$ cat src/verilog/tcdm_mem_pkg.sv
/*
 * tcdm memory types: data word, byte enables, byte address and the word/lane union
 */
`default_nettype none

package tcdm_mem_pkg;

  localparam int unsigned WordBytes = 4;

  typedef logic [8*WordBytes-1:0] tcdm_word_t;
  typedef logic [WordBytes-1:0]   tcdm_be_t;
  typedef logic [31:0]            tcdm_addr_t;

  // one word, either whole or as byte lanes
  typedef union packed {
    tcdm_word_t                  word;
    logic [WordBytes-1:0][7:0]   lane;
  } tcdm_word_u;

  localparam int unsigned LfsrWidth = 16; // per-port stall lfsr

endpackage

`default_nettype wire

$ cat src/verilog/tcdm_apb_pkg.sv
/*
 * apb control register map and field types for the tcdm scratchpad
 */
`default_nettype none

package tcdm_apb_pkg;

  typedef logic [11:0] apb_addr_t;

  localparam apb_addr_t RegCtrl      = 12'h000;
  localparam apb_addr_t RegStallThr  = 12'h004;
  localparam apb_addr_t RegSeed      = 12'h008;
  localparam apb_addr_t RegRdCntBase = 12'h010; // 4 bytes per port
  localparam apb_addr_t RegWrCntBase = 12'h020; // 4 bytes per port

  localparam int unsigned MaxPorts = 4;

  // stall threshold covers 0 .. 1024
  localparam int unsigned StallThrWidth = 11;

  typedef struct packed {
    logic stallable;
    logic enable;
  } ctrl_t;

endpackage

`default_nettype wire

$ cat src/verilog/tcdm_port_if.sv
/*
 * one granted tcdm request per port, shared by decode, bank and result stage
 */
`timescale 1ns/1ps
`default_nettype none

interface tcdm_port_if #(
  parameter int unsigned MemWords = 256
);
  import tcdm_mem_pkg::*;

  localparam int unsigned IdxWidth = (MemWords > 1) ? $clog2(MemWords) : 1;

  logic                valid;    // granted this cycle
  logic                wen;      // 1 = read
  logic [IdxWidth-1:0] idx;
  tcdm_be_t            be;
  tcdm_word_t          wdata;
  logic                in_range;
  tcdm_word_t          rdata;    // stored or merged word

  modport decode (output valid, wen, idx, be, wdata, in_range);
  modport bank   (input valid, wen, idx, be, wdata, in_range, output rdata);
  modport result (input valid, wen, in_range, rdata);

endinterface

`default_nettype wire

$ cat src/verilog/tcdm_req_decode.sv
/*
 * per-port request decode: lfsr driven random stall, grant and address range check
 */
`timescale 1ns/1ps
`default_nettype none

module tcdm_req_decode #(
  parameter int unsigned              PortIdx  = 0,
  parameter int unsigned              MemWords = 256,
  parameter tcdm_mem_pkg::tcdm_addr_t BaseAddr = '0
) (
  input  logic                                    clk_i,
  input  logic                                    rst_ni,
  input  logic                                    req_i,
  input  tcdm_mem_pkg::tcdm_addr_t                add_i,
  input  logic                                    wen_i,
  input  tcdm_mem_pkg::tcdm_be_t                  be_i,
  input  tcdm_mem_pkg::tcdm_word_t                data_i,
  output logic                                    gnt_o,
  input  tcdm_apb_pkg::ctrl_t                     ctrl_i,
  input  logic [tcdm_apb_pkg::StallThrWidth-1:0]  stall_thr_i,
  input  logic [tcdm_mem_pkg::LfsrWidth-1:0]      seed_i,
  input  logic                                    seed_load_i,
  tcdm_port_if.decode                             port
);
  import tcdm_mem_pkg::*;
  import tcdm_apb_pkg::*;

  localparam int unsigned IdxWidth = (MemWords > 1) ? $clog2(MemWords) : 1;

  // x^16 + x^14 + x^13 + x^11 + 1
  localparam logic [LfsrWidth-1:0] LfsrTaps = 16'hB400;
  localparam logic [LfsrWidth-1:0] PortSalt = LfsrWidth'(PortIdx + 1);
  localparam logic [LfsrWidth-1:0] LfsrInit = 16'hACE1 ^ PortSalt;

  logic [LfsrWidth-1:0]     lfsr_q, lfsr_next, seed_mix;
  logic [StallThrWidth-1:0] lfsr_low;
  logic                     stall;
  tcdm_addr_t               offset;
  logic [29:0]              word_off;

  assign lfsr_next = {1'b0, lfsr_q[LfsrWidth-1:1]} ^ ({LfsrWidth{lfsr_q[0]}} & LfsrTaps);
  assign seed_mix  = seed_i ^ PortSalt;

  always_ff @(posedge clk_i or negedge rst_ni) begin
    if (!rst_ni) begin
      lfsr_q <= LfsrInit;
    end else if (seed_load_i) begin
      lfsr_q <= (seed_mix == '0) ? LfsrInit : seed_mix; // never lock up at zero
    end else begin
      lfsr_q <= lfsr_next;
    end
  end

  assign lfsr_low = StallThrWidth'(lfsr_q[9:0]);
  assign stall    = ctrl_i.stallable & (lfsr_low < stall_thr_i);
  assign gnt_o    = req_i & ctrl_i.enable & ~stall;

  // byte address to word index
  assign offset   = add_i - BaseAddr;
  assign word_off = offset[31:2];

  assign port.valid    = gnt_o;
  assign port.wen      = wen_i;
  assign port.idx      = word_off[IdxWidth-1:0];
  assign port.be       = be_i;
  assign port.wdata    = data_i;
  assign port.in_range = (add_i >= BaseAddr) && (word_off < MemWords);

endmodule

`default_nettype wire

$ cat src/flat_wrapper.sv
// flat-port wrapper written by rule: the top's interface ports become plain ports
module tcdm_req_decode_flat import tcdm_mem_pkg::*; import tcdm_apb_pkg::*;
#(
  parameter int unsigned              PortIdx  = 0,
  parameter int unsigned              MemWords = 256,
  parameter tcdm_mem_pkg::tcdm_addr_t BaseAddr = '0
)
  (clk_i, rst_ni, req_i, add_i, wen_i, be_i, data_i, gnt_o, ctrl_i, stall_thr_i, seed_i, seed_load_i, port_valid, port_wen, port_idx, port_be, port_wdata, port_in_range);
  tcdm_port_if #(.MemWords(MemWords)) port_i ();
  input  logic clk_i;
  input  logic rst_ni;
  input  logic req_i;
  input  tcdm_mem_pkg::tcdm_addr_t add_i;
  input  logic wen_i;
  input  tcdm_mem_pkg::tcdm_be_t be_i;
  input  tcdm_mem_pkg::tcdm_word_t data_i;
  output logic gnt_o;
  input  tcdm_apb_pkg::ctrl_t ctrl_i;
  input  logic [tcdm_apb_pkg::StallThrWidth-1:0] stall_thr_i;
  input  logic [tcdm_mem_pkg::LfsrWidth-1:0] seed_i;
  input  logic seed_load_i;
  output wire logic [$bits(port_i.valid)-1:0] port_valid;
  output wire logic [$bits(port_i.wen)-1:0] port_wen;
  output wire logic [$bits(port_i.idx)-1:0] port_idx;
  output wire logic [$bits(port_i.be)-1:0] port_be;
  output wire logic [$bits(port_i.wdata)-1:0] port_wdata;
  output wire logic [$bits(port_i.in_range)-1:0] port_in_range;
  assign port_valid = port_i.valid;
  assign port_wen = port_i.wen;
  assign port_idx = port_i.idx;
  assign port_be = port_i.be;
  assign port_wdata = port_i.wdata;
  assign port_in_range = port_i.in_range;
  tcdm_req_decode #(.PortIdx(PortIdx), .MemWords(MemWords), .BaseAddr(BaseAddr)) u_core (.clk_i(clk_i), .rst_ni(rst_ni), .req_i(req_i), .add_i(add_i), .wen_i(wen_i), .be_i(be_i), .data_i(data_i), .gnt_o(gnt_o), .ctrl_i(ctrl_i), .stall_thr_i(stall_thr_i), .seed_i(seed_i), .seed_load_i(seed_load_i), .port(port_i));
endmodule
$ cat config.mk
export PLATFORM = sky130hd
export DESIGN_NAME = tcdm_req_decode_flat
export DESIGN_NICKNAME = d
export VERILOG_FILES = /design/src/verilog/tcdm_mem_pkg.sv /design/src/verilog/tcdm_apb_pkg.sv /design/src/verilog/tcdm_port_if.sv /design/src/verilog/tcdm_req_decode.sv /design/src/flat_wrapper.sv
export SDC_FILE = /design/constraint.sdc
export NUM_CORES = 1
export LEC_CHECK = 0
export ABC_AREA = 1
export BUFFER_PORTS_ARGS = -buffer_cell sky130_fd_sc_hd__clkbuf_2
export CAP_MARGIN = 20
export CORE_UTILIZATION = 32
export DETAILED_ROUTE_END_ITERATION = 12
export HOLD_SLACK_MARGIN = 0.06
export PLACE_DENSITY = 0.78
export RECOVER_POWER = 25
export SYNTH_ARGS = -nofsm -noshare
export SYNTH_HDL_FRONTEND = slang
export SYNTH_SLANG_ARGS = --single-unit
$ cat constraint.sdc
create_clock -name clk_i -period 1.3 [get_ports clk_i]
set_input_delay 0 -clock clk_i [delete_from_list [all_inputs] [get_ports clk_i]]
set_output_delay 0 -clock clk_i [all_outputs]
set_load 0.02 [all_outputs]
Yosys cells after proc, flatten, opt, wreduce, memory -nomap -nowiden
Index checks and enable logic that the tools add are counted.

Word-level logic and storage cells: 14. Register bits: 16.

Muxes and demuxes: 2. Bitwise logic cells: 6. Reduce and logical (&&, ||, !) cells: 2. Order comparisons: 3.

Operators with widths (number): 32-bit by 1-bit greater-or-equal comparator with 1-bit output, second input constant (1); 16-bit two-way mux (2); 30-bit by 9-bit less-than comparator with 1-bit output, second input constant (1); 16-bit zero test (1); 15-bit by 16-bit bitwise XOR with 16-bit output (1); 10-bit by 11-bit less-than comparator with 1-bit output (1); 1-bit bitwise AND (3); 1-bit NOT (2); 1-bit logical AND (1).

Logic depth before layout (Yosys ltp)
Gate-level depths: netlist of the first run.

Depth after elaboration: 4. Mapped depth: 11. Depth with buffers taken out: 10.

Worst setup path after synthesis of the first run
OpenSTA, ideal clock, no wires.

Path type: register to output. From: register u_core.lfsr_q[9]. To: output port port_valid. Stages on the path, launching flop included: 11. Data arrival time: 1.385 ns. Path buffers: 1. Required time: 1.300 ns. Setup slack: -0.085 ns. Path through: dfrtp_1 -> ha_1 -> inv_1 -> nor2_1 -> nand2_1 -> nor2_1 -> nand2_1 -> nand3_1 -> nand2_1 -> inv_1 -> buf_4.

Longest elaborated chain between the ends: 4.

Ends and longest elaborated chain: start, declared (RTL line tcdm_req_decode.sv:36) `logic [LfsrWidth-1:0] lfsr_q, lfsr_next, seed_mix;`; start signal, assigned (RTL line tcdm_req_decode.sv:47) `lfsr_q <= LfsrInit;`; start signal, assigned (RTL line tcdm_req_decode.sv:49) `lfsr_q <= (seed_mix == '0) ? LfsrInit : seed_mix;`; start signal, assigned (RTL line tcdm_req_decode.sv:51) `lfsr_q <= lfsr_next;`; 10-bit by 11-bit less-than comparator with 1-bit output (RTL line tcdm_req_decode.sv:56) `assign stall = ctrl_i.stallable & (lfsr_low < stall_thr_i);`; 1-bit bitwise AND (RTL line tcdm_req_decode.sv:56); 1-bit NOT (RTL line tcdm_req_decode.sv:57) `assign gnt_o = req_i & ctrl_i.enable & ~stall;`; 1-bit bitwise AND (RTL line tcdm_req_decode.sv:57); end, declared (RTL line flat_wrapper.sv:22) `output wire logic [$bits(port_i.valid)-1:0] port_valid;`.

No other way between the ends.

Worst setup path in the final report of the first run
Ends and elaborated chain as after synthesis.

==> impl_metrics.json, run 1 <==
{
  "worstPathArrival_ns": 1.62,
  "multi_input_area_um2": 566,
  "core_area_mm2": 0.00412,
  "wirelength_mm": 3.39,
  "power_density_mw_per_mm2": 754,
  "drtIter0Drc": 24,
  "cts.htree.levels": 1,
  "postSynthCellCount": 201,
  "setup_viol": 2,
  "grt_pass1_wl_mm": 5.13,
  "chipHeight_um": 68.3,
  "clk_path_buf_depth": 2,
  "vias": 1436,
  "synth-seq-cells": 16,
  "rows": 23,
  "hold_violations": 0,
  "slew_violations": 0,
  "vias_per_cell": 4.36,
  "grt_overflow": 0,
  "preCtsSetupSlack_ns": -0.0325,
  "synth_cell_types": 18,
  "place_hpwl_mm": 2.28,
  "reg_top3": "u_core.lfsr_q: 16 flops",
  "diodes": 0,
  "drcViolationCount": 0,
  "start_kind": "flip-flop",
  "cts_sinks": 16,
  "largest_register": "u_core.lfsr_q",
  "grt_setup_unrepaired": "yes",
  "clkPwrFrac": 0.271,
  "yosysWarnings": 0,
  "ys_top_cells_by_area": "buf_4 (25%), dfrtp_1 (16%), dfstp_2 (13%)",
  "die_x_um": 68.3,
  "path_clk_slew_ns": 0.06,
  "maxCapViolCount": 0,
  "synth_area_leader_cell": "buf_4",
  "drive_gt1_frac": 0.272,
  "internal-power_uw": 1130,
  "power_leakage_uw": 0.00114,
  "firstDrtPassIters": 4,
  "seqCellArea_um2": 409,
  "start_util": 0.342,
  "worst_slew_pin_slew_ns": 0.886,
  "insertion_delay_ns": 0.25,
  "synth_area_mm2": 0.00141,
  "grt.total_usage": 0.146,
  "syn_area_per_cell_um2": 7.00,
  "cts_tree": "done",
  "setup_ws_ns": -0.317,
  "max_freq_mhz": 618,
  "p_sw_frac": 0.303,
  "syn-num-nets": 312,
  "period_share": 1.24,
  "peakVddDrop_uv": 695,
  "io_pins": 150,
  "path_class": "reg2out",
  "die-area_mm2": 0.00466,
  "nNetsFinal": 391,
  "hp-class": "in2reg",
  "critPathMaxFanout": 2,
  "clock_skew_ns": 0.000353,
  "portBuffers": 57,
  "grt_max_degree": 19,
  "areaGrowthSynthToFinish_pct": 52.3,
  "routedWlPerCell_um": 10.3,
  "fin_hold_ws_ns": 0.113,
  "cts_root_buf": "clkbuf_8",
  "worstSetupEndpointType": "output pin",
  "min_period_ns": 1.62,
  "antenna_found_initial": 0,
  "switchingPower_uw": 489,
  "violations": "negative setup slack",
  "required_ns": 1.30,
  "seq_area_frac_synth": 0.291,
  "ant_nets": 0,
  "yosysTopAreaCellShare": 0.246,
  "n_fill_cell": 401,
  "status": "finished, violations left",
  "gp_congestion": 0.766,
  "first_global_vias": 1271,
  "cts_made_buffers": 3,
  "combPwrFrac": 0.360,
  "seqPwrFrac": 0.369,
  "largest_register_ffs": 16,
  "slew_headroom": 0.410
}
## layout make-up
| class | count | share of cell area |
|---|---|---|
| multi-input cells | 113 | 0.264 |
| flip-flops and latches | 16 | 0.191 |
| inverters | 23 | 0.0403 |
| well taps | 50 | 0.0292 |
| repair buffers | 123 | 0.450 |
| clock buffers | 4 | 0.0257 |
## worst paths after layout
path                       cells after the start  slack (ns)                end              start
max                                           11       -0.32         port_valid   u_core.lfsr_q[9]
min reg2reg                                    2        0.48   u_core.lfsr_q[9]  u_core.lfsr_q[10]
max in group asynchronous                      2        0.37   u_core.lfsr_q[8]             rst_ni
min in group asynchronous                      2        0.39  u_core.lfsr_q[12]             rst_ni
min                                            4        0.11   u_core.lfsr_q[4]        seed_load_i
max reg2reg                                    3        0.30  u_core.lfsr_q[12]   u_core.lfsr_q[0]
## Yosys cell counts, drive strengths merged
cell	count
buf	49
nand2	48
nor2	35
inv	23
dfrtp	9
ha	9
dfstp	7
a21oi	6
nand3	4
a22oi	3
nand4	2
o21ai	2
xnor2	2
nor3	1
or2	1
## cells by family (layout without fill, tap and decap cells)
kind of cell,Yosys count,count (layout),synth area share
fa+ha+maj,9,9,0.0801
simple gates,91,91,0.254
compound gates,11,11,0.0445
buf+inv,72,150,0.318
xor+xnor,2,2,0.0125
flops,16,16,0.291
## routing by layer
metal / vias up / share of wire / track usage
li1: 725 / - / -
met1: 630 / 0.39 / 0.163
met2: 79 / 0.54 / 0.283
met3: 2 / 0.066 / 0.0350
met4: 0 / 0.0038 / 0.0156
met5: - / 0 / 0
## layout by cell type (no fill, tap or decap), drive strengths merged
cell type and instances:
dlygate4sd3 62, clkbuf 61, nand2 48, nor2 35, inv 23, dfrtp 9
ha 9, dfstp 7, a21oi 6, nand3 4, buf 4, a22oi 3
xnor2 2, o21ai 2, nand4 2, or2 1, nor3 1
## power groups by stage
stage | Sequential (uW) | Combinational, uW | Clock (uW)
floorplan | 592 | 380 | 0
global placement | 598 | 303 | 0
detailed placement | 603 | 310 | 0
CTS | 596 | 577 | 451
global route | 603 | 650 | 475
finish | 595 | 582 | 439
## what timing repair did
item | 4_1_cts | 5_1_grt
resized for setup | 5 | 0
setup endpoints to repair | 2 | 2
gates cloned | 0 | 0
endpoints found under the hold margin | 77 | 0
pin swaps | 1 | 3
hold buffers | 62 | 0
buffers inserted | 1 | 1
## per-stage QoR
stage	cell area (um^2)	total power, uW	cells	util	setup TNS (ns)
6_report	2140	1620	329	0.521	-0.634
5_1_grt	2140	1730	329	0.521	-0.858
4_1_cts	2140	1620	328	0.519	-0.592
3_5_place_dp	1420	913	261	0.345	-0.0642
3_3_place_gp	1420	901	261	0.345	-0.0242
2_1_floorplan	1410	972	201	-	-0.00482
## critical path, stage by stage (launching register included)
cell      delay, ns
dfrtp_1        0.38
ha_1           0.27
inv_1          0.07
nor2_2         0.04
buf_4          0.12
nand2_1        0.05
nand2_1        0.04
nor2_1         0.08
nand3_1        0.07
nand2_1        0.07
inv_2          0.04
clkbuf_8       0.14
Note: power is estimated with default switching activity, not from simulation.
==> run 2, diff against run 1 <==
- CORE_UTILIZATION: 32 -> 35
- MAX_ROUTING_LAYER: default -> met4
- PLACE_DENSITY: 0.78 -> 0.81
- clock period: 1.3 -> 1.5 ns (I/O delays scaled with it)
==> impl_metrics.json, run 2 (synthesis gave the netlist of run 1 again) <==
{
  "worstPathArrival_ns": 1.58,
  "drive_gt1_frac": 0.306,
  "io_pins": 150,
  "worstSetupEndpointType": "output pin",
  "setup_ws_ns": -0.0848,
  "grt_setup_unrepaired": "yes",
  "dp_cells": 257,
  "areaGrowthSynthToFinish_pct": 54.2,
  "routedWlPerCell_um": 10.9,
  "clock_skew_ns": 0.00497,
  "critPathMaxFanout": 2,
  "power_density_mw_per_mm2": 635,
  "use_met1": 0.170,
  "rows": 22,
  "firstDrtPassIters": 4,
  "max_freq_mhz": 631,
  "grt.busiest_layer": "met2",
  "largest_register": "u_core.lfsr_q",
  "maxCapViolCount": 0,
  "layout_common_cells": "dlygate4sd3_1 (61), clkbuf_2 (54), nand2_1 (44)",
  "final_cells": 326,
  "vias_per_cell": 4.48,
  "grt_overflow": 0,
  "chipHeight_um": 65.4,
  "hp-class": "in2reg",
  "placed_cell_area_mm2": 0.00139,
  "min_period_ns": 1.58,
  "status": "finished, violations left",
  "die_x_um": 65.4,
  "drtIter0Drc": 41,
  "worst_slew_pin_slew_ns": 0.871,
  "die-area_mm2": 0.00428,
  "cts_sinks": 16,
  "use_met3": 0.0139,
  "cts_tree": "done",
  "largest_register_ffs": 16,
  "seqCellArea_um2": 409,
  "grt.total_usage": 0.165,
  "nNetsFinal": 390,
  "wirelength_mm": 3.56,
  "clk_path_buf_depth": 2,
  "slew_headroom": 0.420,
  "peakVddDrop_uv": 670,
  "slew_violations": 0,
  "insertion_delay_ns": 0.24,
  "vias": 1459,
  "cts_made_buffers": 3,
  "start_util": 0.376,
  "required_ns": 1.50,
  "reg_top3": "u_core.lfsr_q: 16 flops",
  "hold_violations": 0,
  "final_area_mm2": 0.00217,
  "total_power_uw": 1380,
  "ant_nets": 0,
  "grt_pass1_wl_mm": 5.40,
  "start_kind": "flip-flop",
  "multi_input_area_um2": 623,
  "path_class": "reg2out",
  "core_area_mm2": 0.00374,
  "gr-usage-met2": 0.330,
  "power_leakage_uw": 0.00113,
  "drcViolationCount": 0,
  "violations": "negative setup slack",
  "final_common_cell": "dlygate4sd3_1",
  "first_global_vias": 1346,
  "path_clk_slew_ns": 0.06,
  "n_fill_cell": 339,
  "cts_root_buf": "clkbuf_8",
  "portBuffers": 57,
  "gp_congestion": 0.811,
  "setup_viol": 2,
  "cts.htree.levels": 1,
  "diodes": 0,
  "place_hpwl_mm": 2.21,
  "grt_max_degree": 22,
  "antenna_found_initial": 0,
  "period_share": 1.06
}
==> run 2: cell count changes in the layout (fill, tap and decap cells not counted), sizes merged <==
cell         change
buf              +2
clkbuf           -2
dlygate4sd3      -1
==> run 2: layout make-up <==
| cell class | count | share of cell area |
|---|---|---|
| clock buffer | 4 | 0.0208 |
| sequential | 16 | 0.189 |
| timing repair buffer | 122 | 0.436 |
| tap | 48 | 0.0277 |
| multi-input combinational | 113 | 0.287 |
| inverter | 23 | 0.0398 |
==> run 2: stage by stage <==
step / TNS (ns) / hold WS (ns) / utilization / worst slack (ns)
final: -0.169 / 0.0638 / 0.579 / -0.0848
after detailed placement: 0 / -0.0535 / 0.372 / 0.137
after floorplan: 0 / -0.296 / - / 0.115
after global routing: -0.369 / 0.105 / 0.579 / -0.184
after CTS: -0.176 / 0.0612 / 0.566 / -0.0882
after global placement: 0 / -0.0638 / 0.372 / 0.159
==> run 2: final timing paths <==
check / from / end / slack (ns) / depth (start not counted)
max: u_core.lfsr_q[7] / gnt_o / -0.08 / 10
min in group asynchronous: rst_ni / u_core.lfsr_q[1] / 0.39 / 2
min reg2reg: u_core.lfsr_q[12] / u_core.lfsr_q[11] / 0.48 / 2
min: seed_i[10] / u_core.lfsr_q[10] / 0.06 / 3
max in group asynchronous: rst_ni / u_core.lfsr_q[9] / 0.58 / 2
max reg2reg: u_core.lfsr_q[0] / u_core.lfsr_q[12] / 0.49 / 3
==> run 2: report_power, final <==
part           switching [uW]  internal (uW)  total [uW]
Clock                     139            188         326
Sequential               30.4            489         520
Combinational             263            268         532
==> run 2: worst max-delay path: stages (launching register included) <==
cell and delay, ns:
dfstp_2 0.55, ha_4 0.20, nand2_2 0.07, inv_2 0.04, nand2_2 0.06, inv_1 0.05
nand2_1 0.05, nand3_1 0.07, nand2_1 0.07, inv_2 0.05, buf_8 0.12
==> run 2: layer usage <==
metal  wire length [um]  part of all wire
met1               1240              0.35
met5                  0                 0
met2               2040              0.57
met4                  9            0.0025
met3                273             0.077
==> run 2: repair_timing <==
item / CTS / global route
endpoints found under the hold margin: 76 / 0
hold buffers: 61 / 0
resized for setup: 9 / 9
buffers inserted: 2 / 2
setup endpoints to repair: 2 / 2
pin swaps: 4 / 6
