==> src/verilog/tcdm_mem_pkg.sv <==
/*
 * tcdm memory types: data word, byte enables, byte address and the word/lane union
 */
`default_nettype none

package tcdm_mem_pkg;

  localparam int unsigned WordBytes = 4;

  typedef logic [8*WordBytes-1:0] tcdm_word_t;
  typedef logic [WordBytes-1:0]   tcdm_be_t;
  typedef logic [31:0]            tcdm_addr_t;

  // one word, either whole or as byte lanes
  typedef union packed {
    tcdm_word_t                  word;
    logic [WordBytes-1:0][7:0]   lane;
  } tcdm_word_u;

  localparam int unsigned LfsrWidth = 16; // per-port stall lfsr

endpackage

`default_nettype wire

==> src/verilog/tcdm_apb_pkg.sv <==
/*
 * apb control register map and field types for the tcdm scratchpad
 */
`default_nettype none

package tcdm_apb_pkg;

  typedef logic [11:0] apb_addr_t;

  localparam apb_addr_t RegCtrl      = 12'h000;
  localparam apb_addr_t RegStallThr  = 12'h004;
  localparam apb_addr_t RegSeed      = 12'h008;
  localparam apb_addr_t RegRdCntBase = 12'h010; // 4 bytes per port
  localparam apb_addr_t RegWrCntBase = 12'h020; // 4 bytes per port

  localparam int unsigned MaxPorts = 4;

  // stall threshold covers 0 .. 1024
  localparam int unsigned StallThrWidth = 11;

  typedef struct packed {
    logic stallable;
    logic enable;
  } ctrl_t;

endpackage

`default_nettype wire

==> src/verilog/tcdm_cfg_regs.sv <==
/*
 * apb slave for the scratchpad: control, stall threshold, lfsr seed,
 * and readback of the per-port read/write counters
 */
`timescale 1ns/1ps
`default_nettype none

module tcdm_cfg_regs #(
  parameter int unsigned NumPorts = 2
) (
  input  logic                                    clk_i,
  input  logic                                    rst_ni,
  input  tcdm_apb_pkg::apb_addr_t                 paddr_i,
  input  logic                                    psel_i,
  input  logic                                    penable_i,
  input  logic                                    pwrite_i,
  input  logic [31:0]                             pwdata_i,
  output logic [31:0]                             prdata_o,
  output logic                                    pready_o,
  output logic                                    pslverr_o,
  output tcdm_apb_pkg::ctrl_t                     ctrl_o,
  output logic [tcdm_apb_pkg::StallThrWidth-1:0]  stall_thr_o,
  output logic [tcdm_mem_pkg::LfsrWidth-1:0]      seed_o,
  output logic                                    seed_load_o,
  input  logic [NumPorts-1:0][31:0]               rd_cnt_i,
  input  logic [NumPorts-1:0][31:0]               wr_cnt_i
);
  import tcdm_apb_pkg::*;
  import tcdm_mem_pkg::*;

  localparam apb_addr_t   CntSpan     = apb_addr_t'(4 * MaxPorts);
  localparam int unsigned CntIdxWidth = $clog2(MaxPorts);

  ctrl_t                    ctrl_q;
  logic [StallThrWidth-1:0] thr_q;
  logic [LfsrWidth-1:0]     seed_q;
  logic                     seed_load_q;

  logic                   access, wr_access;
  logic                   hit_ctrl, hit_thr, hit_seed, hit_rd_cnt, hit_wr_cnt;
  apb_addr_t              cnt_off;
  logic [CntIdxWidth-1:0] cnt_idx;
  logic                   cnt_valid;

  assign access    = psel_i & penable_i;
  assign wr_access = access & pwrite_i;

  assign hit_ctrl   = (paddr_i == RegCtrl);
  assign hit_thr    = (paddr_i == RegStallThr);
  assign hit_seed   = (paddr_i == RegSeed);
  assign hit_rd_cnt = (paddr_i >= RegRdCntBase) && (paddr_i < RegRdCntBase + CntSpan) &&
                      (paddr_i[1:0] == 2'b00);
  assign hit_wr_cnt = (paddr_i >= RegWrCntBase) && (paddr_i < RegWrCntBase + CntSpan) &&
                      (paddr_i[1:0] == 2'b00);

  assign cnt_off   = hit_rd_cnt ? paddr_i - RegRdCntBase : paddr_i - RegWrCntBase;
  assign cnt_idx   = cnt_off[CntIdxWidth+1:2];
  assign cnt_valid = (int'(cnt_idx) < NumPorts);

  always_ff @(posedge clk_i or negedge rst_ni) begin
    if (!rst_ni) begin
      ctrl_q      <= '0;
      thr_q       <= '0;
      seed_q      <= '0;
      seed_load_q <= 1'b0;
    end else begin
      seed_load_q <= wr_access & hit_seed; // lfsrs reload one cycle later
      if (wr_access & hit_ctrl) ctrl_q <= ctrl_t'(pwdata_i[$bits(ctrl_t)-1:0]);
      if (wr_access & hit_thr)  thr_q  <= pwdata_i[StallThrWidth-1:0];
      if (wr_access & hit_seed) seed_q <= pwdata_i[LfsrWidth-1:0];
    end
  end

  // read mux and error flag, valid in the access phase
  always_comb begin
    prdata_o  = '0;
    pslverr_o = 1'b0;
    if (access) begin
      if (hit_ctrl) begin
        prdata_o = 32'(ctrl_q);
      end else if (hit_thr) begin
        prdata_o = 32'(thr_q);
      end else if (hit_seed) begin
        prdata_o = 32'(seed_q);
      end else if (hit_rd_cnt || hit_wr_cnt) begin
        pslverr_o = pwrite_i | ~cnt_valid; // counters are read only
        if (cnt_valid && !pwrite_i) prdata_o = hit_rd_cnt ? rd_cnt_i[cnt_idx] : wr_cnt_i[cnt_idx];
      end else begin
        pslverr_o = 1'b1;
      end
    end
  end

  assign pready_o    = 1'b1;
  assign ctrl_o      = ctrl_q;
  assign stall_thr_o = thr_q;
  assign seed_o      = seed_q;
  assign seed_load_o = seed_load_q;

endmodule

`default_nettype wire

==> config.mk <==
export PLATFORM = sky130hd
export DESIGN_NAME = tcdm_cfg_regs
export DESIGN_NICKNAME = d
export VERILOG_FILES = /design/src/verilog/tcdm_mem_pkg.sv /design/src/verilog/tcdm_apb_pkg.sv /design/src/verilog/tcdm_cfg_regs.sv
export SDC_FILE = /design/constraint.sdc
export NUM_CORES = 1
export LEC_CHECK = 0
export ABC_CLOCK_PERIOD_IN_PS = 1950
export BUFFER_PORTS_ARGS = -buffer_cell sky130_fd_sc_hd__buf_4
export CAP_MARGIN = 20
export CORE_MARGIN = 8
export CORE_UTILIZATION = 39
export DETAILED_ROUTE_END_ITERATION = 7
export GPL_TIMING_DRIVEN = 0
export HOLD_SLACK_MARGIN = 0.08
export PLACE_DENSITY = 0.82
export SLEW_MARGIN = 20
export SYNTH_ARGS = -nofsm -noshare
export SYNTH_HDL_FRONTEND = slang
export SYNTH_SLANG_ARGS = --single-unit
==> constraint.sdc <==
create_clock -name clk_i -period 1.95 [get_ports clk_i]
set_input_delay 0.0975 -clock clk_i [delete_from_list [all_inputs] [get_ports clk_i]]
set_output_delay 0.0975 -clock clk_i [all_outputs]
set_load 0.05 [all_outputs]
# Word-level counts from Yosys, hierarchy flattened
# Cells that the tools add are included.
[word_totals]
register_bits = 30
inputBits = 177
out_inout_bits = 64
word_cells = 48
[classes]
n_addsub = 2
magnitude_cmp = 6
n_eq_ne = 2
mux = 17
n_bitwise = 7
n_reduce_logical = 9
[ops]
columns = ["op", "n"]
rows = [
  ["$mux 32", 11],
  ["$lt 12x6->1 const B", 2],
  ["$eq 12x3->1 const B", 1],
  ["$eq 12x4->1 const B", 1],
  ["$ge 12x5->1 const B", 1],
  ["$ge 12x6->1 const B", 1],
  ["$logic_not 12->1", 1],
  ["$sub 4x1->4 const B", 2],
  ["$and 1x1->1", 5],
  ["$logic_and 1x1->1", 5],
  ["$mux 1", 5],
  ["$lt 2x2->1 const B", 2],
  ["$mux 4", 1],
  ["$logic_not 2->1", 1],
  ["$logic_not 1->1", 1],
  ["$logic_or 1x1->1", 1],
  ["$not 1->1", 1],
  ["$or 1x1->1", 1],
]

# Depth between registers and ports, before layout
# Gate-level depths: netlist of run 1.
[depth]
word_depth = 13
ltp_mapped = 7
depth_no_buf = 4

# Worst setup path after synthesis of run 1
# No wires, ideal clock.
[synth_path]
path_type = "input to output"
start = "input paddr_i[1]"
end = "output prdata_o[0]"
arrival_ps = 2244
required_time_ps = 1852
path_slack_ps = -392
cell_stages = 5
path_buffers = 1
path_cell_list = "or4_1 and4bb_2 buf_6 a22oi_1 nor3_1"
[synth_between]
elab_chain_cells = 13
word_cells_on_any_way = 29
cone_classes = "add/sub (2); order compare (5); eq/ne (2); mux (12); reduce/logical (8)"
[synth_rtl]
columns = ["item", "line", "text"]
rows = [
  ["start, declared", "tcdm_cfg_regs.sv:13", "input tcdm_apb_pkg::apb_addr_t paddr_i,"],
  ["$ge 12x5->1 / $lt 12x6->1 (equally long branches)", "tcdm_cfg_regs.sv:51", "assign hit_rd_cnt = (paddr_i >= RegRdCntBase) && (paddr_i < RegRdCntBase + CntSpan) &&"],
  ["$logic_and 1x1->1 (2 in a row)", "tcdm_cfg_regs.sv:51", ""],
  ["$mux 4", "tcdm_cfg_regs.sv:56", "assign cnt_off = hit_rd_cnt ? paddr_i - RegRdCntBase : paddr_i - RegWrCntBase;"],
  ["$mux 32 (not written as such) (2 in a row)", "tcdm_cfg_regs.sv:87", "if (cnt_valid && !pwrite_i) prdata_o = hit_rd_cnt ? rd_cnt_i[cnt_idx] : wr_cnt_i[cnt_idx];"],
  ["$mux 32 (2 in a row)", "tcdm_cfg_regs.sv:87", ""],
  ["$mux 32", "tcdm_cfg_regs.sv:85", "end else if (hit_rd_cnt || hit_wr_cnt) begin"],
  ["$mux 32", "tcdm_cfg_regs.sv:83", "end else if (hit_seed) begin"],
  ["$mux 32", "tcdm_cfg_regs.sv:81", "end else if (hit_thr) begin"],
  ["$mux 32 (*)", "tcdm_cfg_regs.sv:79", "if (hit_ctrl) begin"],
  ["$mux 32 (*)", "tcdm_cfg_regs.sv:78", "if (access) begin"],
  ["end, declared", "tcdm_cfg_regs.sv:18", "output logic [31:0] prdata_o,"],
]
# Mark *: on every way between the ends. The rest lies on a longest branch, timed or not. The select of a mux whose other input is x is not followed.

# Worst setup path after layout of run 1
[layout_path]
start = "input pwrite_i"
end = "output prdata_o[10]"
[layout_between]
elab_chain_cells = 8
[layout_rtl]
columns = ["item", "line", "text"]
rows = [
  ["start, declared", "tcdm_cfg_regs.sv:16", "input logic pwrite_i,"],
  ["$logic_not 1->1", "tcdm_cfg_regs.sv:87", ""],
  ["$logic_and 1x1->1", "tcdm_cfg_regs.sv:87", ""],
  ["$mux 32", "tcdm_cfg_regs.sv:87", ""],
  ["$mux 32", "tcdm_cfg_regs.sv:85", ""],
  ["$mux 32", "tcdm_cfg_regs.sv:83", ""],
  ["$mux 32", "tcdm_cfg_regs.sv:81", ""],
  ["$mux 32", "tcdm_cfg_regs.sv:79", ""],
  ["$mux 32", "tcdm_cfg_regs.sv:78", ""],
]
# No other way between the ends.

==> metrics.cfg, run 1 <==
[yosys]
synth_cell_type_count=38
postSynth.asyncResetShare_pct=100.0
synth_edf_count=0
synthAdderAreaFrac_pct=0
synth-compound-area-share_pct=23.38
ys_ff_latch=30
netlist_area_sq_um=2788
muxShareOfSynthArea_pct=31.96
syn_nets=432
synth_top_area_share_pct=26.93
netlist_top_cells_count=dfrtp_1 (30), mux2_2 (30), mux2i_1 (26), a211oi_2 (23), nor2b_1 (19)
synth_warnings=0
synth.area.top_cells=dfrtp_1 (27%), mux2_2 (12%), a211oi_2 (10%)
synth-simple-area-share_pct=11.85
yosysSeqAreaShare_pct=26.93
syn_avg_cell_area_sq_um=10.93
netlist_instances=255
synth_ff_type=dfrtp_1
synth_area_leader_cell=dfrtp_1
synth_xor_xnor_area_share_pct=0.3142
synth_top_family_by_area=multiplexers

[grt]
antenna_found_initial=0
grt_pass1_wl_um=19140
track_usage_pct=24.41
grt_pass1_vias=3463
grt_max_degree=31
grt_overflow=0

[detailed_routing]
drc=0
postRouteAntennaNets=0
top_layer=met4
drt_iter0_drc=84
wl_um=13310
wl_met3_um=778
wl_per_cell_um=22.00
first_pass_iters=4
routed_via_density=5.299
vias=3206
wl_met1_um=4844
dr_wl_met2_um=7288

[setup_path]
cp_num_cells=7
crit_family=simple AND/OR/NAND/NOR gates
r2r-end=seed_o[3]
cp.buffers_inverters=3
crit_fanout=5
slowest_stage=or4_4
slowest_delay_ps=520
required_ps=1850
critPathLaunchType=input port
critPathCapture=prdata_o[10]
arrival_ps=1810
worstSetupPathType=in -> out
path_common_cell=buf_4
crit_path_cell_trace=buf_4, or4_4, and4bb_4, buf_4, a2bb2oi_1, a211oi_4, buf_6
r2r_cells=1
critPathLaunch=pwrite_i
r2r_slack_ps=1110
end_kind=output pin
reg2reg_from=seed_o[3]

[floorplan]
die_w_um=100.5
start_util_pct=39.27
placeableCoreArea_sq_um=7098
rows=31
dieArea_sq_um=10110
io_pins=241
die_h_um=100.5

[timing]
setup_viol=0
min_period_over_period_pct=98.02
finalHoldViolCount=0
drv_slew=0
fin_tns_setup_ps=0
finClkSkew_ps=0
relSlewSlack_pct=28.38
fin_ws_ps=38.63
grt_setup_unrepaired=true
period_minus_slack_ps=1911
max_freq_ghz=0.5232
tightestPinTransition_ps=1074

[cells_and_area]
fin_nets=682
finish.instance_area_sq_um=5330
drive_gt1_share_pct=69.37
syn2layout_area_growth_pct=91.20
final_cells=605
n_antenna_cell=0

[pwr]
irDropWorstVdd_uv=629.4
totalPowerFinal_mw=1.772
power_density_nw_per_um2=332.5
power_leakage_nw=2.453

[clocking]
cts_buffers=5
clk_pin_slew_worst_paths_ps=70
cts_buffer_depth=2
cts_tree=built
ctsRootBufferMaster=clkbuf_8
cts-htree-levels=2
cts.sinks=30
clock_latency_ps=270

[place]
dp_slack_ps=-392.7
place_area_sq_um=4740
gp_congestion=0.8899
dp_cells=576
numPortBuffers=222
hpwl_um=10970

[run]
max-cap-violations=0

[outcome]
status=finished clean

[min_path]
hp-class=in -> async

## through the flow
stage               util (%)  hold slack (ps)
floorplan                  -           -198.1
global placement       66.77            34.45
detailed placement     66.77            36.72
CTS                    72.45            298.2
global route           75.09            315.4
finish                 75.09            278.8
## how the worst min path moves through the flow
stage	from	endpoint	slack [ps]	depth (start not counted)
2_1_floorplan	rst_ni	ctrl_o[0]	-200	0
3_3_place_gp	rst_ni	stall_thr_o[4]	30	1
3_5_place_dp	rst_ni	seed_o[5]	40	1
4_1_cts	rst_ni	seed_o[4]	300	2
5_1_grt	rst_ni	seed_o[5]	320	2
6_report	rst_ni	seed_o[2]	280	2
## power by group
| part | internal (mW) | total [mW] | switching, mW | leakage, nW |
|---|---|---|---|---|
| Clock | 0.375 | 0.598 | 0.223 | 0.0579 |
| Combinational | 0.332 | 0.550 | 0.218 | 1.98 |
| Sequential | 0.623 | 0.624 | 0.000736 | 0.419 |
## state kept, by name, indices dropped and copies added (netlist names)
name	flops
seed_o	16
seed_load_o	1
ctrl_o	2
stall_thr_o	11
## layout by cell type, fill, tap and decap left out, types with 3 or more instances in the layout
| cell type | netlist | routed |
|---|---|---|
| buf_4 | 5 | 210 |
| clkbuf_8 | 0 | 5 |
| clkbuf_1 | 9 | 3 |
| nor2b_1 | 19 | 19 |
| clkbuf_2 | 0 | 3 |
| a21oi_1 | 9 | 9 |
| o2bb2ai_1 | 5 | 4 |
| a211oi_4 | 0 | 20 |
| mux2i_1 | 26 | 26 |
| buf_2 | 10 | 6 |
| mux4_2 | 11 | 11 |
| a211oi_1 | 18 | 6 |
| nand2_1 | 14 | 12 |
| a211oi_2 | 23 | 15 |
| buf_6 | 2 | 27 |
| a2bb2oi_1 | 9 | 7 |
| and3_1 | 3 | 3 |
| mux2_1 | 4 | 4 |
| dfrtp_1 | 30 | 30 |
| dlygate4sd3_1 | 0 | 17 |
| mux2_2 | 30 | 30 |
## area by class of cell
| class | instances | area, sq um |
|---|---|---|
| buffer | 25 | 176.4 |
| clock inverter | 3 | 40.04 |
| multi-input combinational | 197 | 2202 |
| sequential | 30 | 750.7 |
| inverter | 2 | 7.507 |
| clock buffer | 5 | 68.82 |
| fill | 494 | 1768 |
| timing repair buffer | 244 | 1961 |
| tap | 99 | 123.9 |
## layer usage
metal / up-vias / GRT usage, %
met3: 25 / 5.180
met2: 139 / 46.31
li1: 1471 / -
met1: 1571 / 25.56
met4: 0 / 9.070
met5: - / 0
## what timing repair did
action / in CTS / in global routing
hold buffers: 17 / 0
resized for setup: 30 / 41
buffers inserted: 1 / 3
cloned: 1 / 0
pin swaps: 2 / 8
endpoints found under the hold margin: 59 / 0
endpoints found under the setup margin: 31 / 30
## cell families after synthesis
group / Yosys count
compound gates: 72
xor+xnor: 1
flops: 30
buf+inv: 28
mux: 71
simple gates: 52
other cells: 1
Power figures use the tool's default switching activity.
==> run 2, diff against run 1 <==
- CTS_CLUSTER_SIZE: default -> 8
- PLACE_DENSITY: 0.82 -> 0.92
- SETUP_SLACK_MARGIN: default -> 0.5
==> metrics.cfg, run 2 (synthesized netlist as in run 1, its figures left out) <==
[timing]
finalHoldViolCount=0  ; unchanged
grt_setup_unrepaired=true
drv_slew=0  ; unchanged
setup_viol=0  ; unchanged
finClkSkew_ps=0  ; unchanged
fin_tns_setup_ps=0  ; unchanged
max_freq_ghz=0.5250  ; +0.35%
fin_ws_ps=45.33  ; +6.708 ps
period_minus_slack_ps=1905  ; -6.708 ps
min_period_over_period_pct=97.68  ; -0.34 points
hold-worst-slack_ps=297.2  ; +18.40 ps

[pwr]
p_int_mw=1.253  ; -5.8%
power_leakage_nw=2.625  ; +7.0%
swShare_pct=28.60  ; +3.7 points
power_density_nw_per_um2=298.2  ; -10%
power_switching_uw=502.0  ; +14%
clkPwrFrac_pct=29.5  ; -4.3 points
pwr-share-seq_pct=35.5  ; +0.3 points
combPwrFrac_pct=35.0  ; +4.0 points
irDropWorstVdd_uv=413.0  ; -34%

[detailed_routing]
drc=0  ; unchanged
drt_iter0_drc=166  ; +98%
wl_per_cell_um=24.95  ; +13%
first_pass_iters=4  ; unchanged
postRouteAntennaNets=0  ; unchanged
routed_via_density=5.609  ; +5.8%
wl_um=15490  ; +16%
vias=3483  ; +8.6%

[grt]
antenna_found_initial=0  ; unchanged
grt_max_degree=31  ; unchanged
track_usage_pct=27.85  ; +3.4 points
grt_pass1_wl_um=21830  ; +14%
grt_pass1_vias=3797  ; +9.6%
grt_overflow=0  ; unchanged

[cells_and_area]
n_antenna_cell=0  ; unchanged
largest_register_ffs=16  ; unchanged
fin_nets=698  ; +2.3%
final_cells=621  ; +2.6%
drive_gt1_share_pct=73.18  ; +3.8 points
syn2layout_area_growth_pct=111.1
final_common_cell=buf_4
fill_cells=357  ; -28%
final_core_util_pct=82.92  ; +7.8 points
final_cell_mix=buf_4 (206), buf_6 (36), mux2_2 (30), dfrtp_1 (30), a211oi_4 (29)

[place]
gp_congestion=0.9398  ; +5.6%
numPortBuffers=222  ; unchanged
dp_cells=576  ; unchanged
dp_slack_ps=-432.8  ; -40.13 ps
hpwl_um=11020  ; +0.52%

[floorplan]
die_h_um=100.5  ; unchanged
start_util_pct=39.27  ; unchanged
die_w_um=100.5  ; unchanged
placeableCoreArea_sq_um=7098  ; unchanged
dieArea_sq_um=10110  ; unchanged
io_pins=241  ; unchanged
rows=31  ; unchanged

[setup_path]
r2r-end=seed_o[12]
slowest_stage=or4_4
crit_fanout=5  ; unchanged
arrival_ps=1810  ; about the same
cp.buffers_inverters=3  ; unchanged
reg2reg_from=seed_o[12]
required_ps=1850  ; about the same
slowest_delay_ps=530  ; about the same
r2r_slack_ps=1110  ; about the same
crit_family=simple AND/OR/NAND/NOR gates
worstSetupPathType=in -> out
crit_path_cell_trace=buf_8, or4_4, and4bb_4, nand2_8, buf_12, a211oi_4, buf_6
r2r_cells=1  ; unchanged
end_kind=output pin
critPathLaunchType=input port

[clocking]
ctsRootBufferMaster=clkbuf_8
clock_latency_ps=280  ; about the same
clk_pin_slew_worst_paths_ps=70  ; about the same
cts-htree-levels=2  ; unchanged
cts_buffers=5  ; unchanged
cts_tree=built
cts.sinks=30  ; unchanged
cts_buffer_depth=2  ; unchanged

[min_path]
hp-class=in -> async

[run]
max-cap-violations=0  ; unchanged

[outcome]
status=finished clean

==> run 2: stage by stage <==
stage	instance area (sq um)	total power, mW
floorplan	3109	0.8404
global placement	4900	1.134
detailed placement	4900	1.149
CTS	5615	1.726
global route	5886	1.832
finish	5886	1.755
==> run 2: routing by layer <==
layer / part of all wire (%) / routed length, um / vias to the layer above / global-route usage, %
met5: 0 / 0 / - / 0
met4: 4.5 / 694 / 0 / 12.91
met3: 7.0 / 1088 / 51 / 4.972
met2: 53 / 8211 / 202 / 51.69
met1: 35 / 5499 / 1725 / 29.75
li1: - / - / 1505 / -
==> run 2: worst max path at each step <==
| stage | start | end | slack [ps] | depth (start not counted) |
|---|---|---|---|---|
| final | paddr_i[1] | prdata_o[17] | 50 | 7 |
| after global routing | paddr_i[0] | prdata_o[1] | 9 | 7 |
| after CTS | paddr_i[1] | prdata_o[17] | 50 | 7 |
| after detailed placement | paddr_i[1] | prdata_o[28] | -430 | 7 |
| after global placement | paddr_i[1] | prdata_o[26] | -350 | 7 |
| after floorplan | paddr_i[1] | prdata_o[17] | 120 | 5 |
==> run 2: power groups by stage <==
stage               sequential (mW)  combinational, mW  clock, mW
global placement              0.635              0.499          0
finish                        0.624              0.614      0.518
detailed placement            0.635              0.514          0
CTS                           0.624              0.575      0.527
global route                  0.623              0.646      0.563
floorplan                     0.638              0.202          0
==> run 2: area by class of cell <==
class	count	area, sq um	area share, %
Tap cell	99	123.9	2.105
Timing Repair Buffer	259	2203	37.44
Clock inverter	2	12.51	0.2126
Buffer	26	256.5	4.358
Sequential cell	30	750.7	12.76
Multi-Input combinational cell	197	2449	41.60
Inverter	2	7.507	0.1276
Clock buffer	6	82.58	1.403
==> run 2: repair_timing <==
| action | CTS | global route |
|---|---|---|
| gates resized for setup | 83 | 37 |
| cloned | 1 | 2 |
| pin swaps | 9 | 2 |
| endpoints found under the setup margin | 61 | 61 |
| hold buffers | 17 | 0 |
| setup buffers | 10 | 7 |
| endpoints found under the hold margin | 59 | 0 |
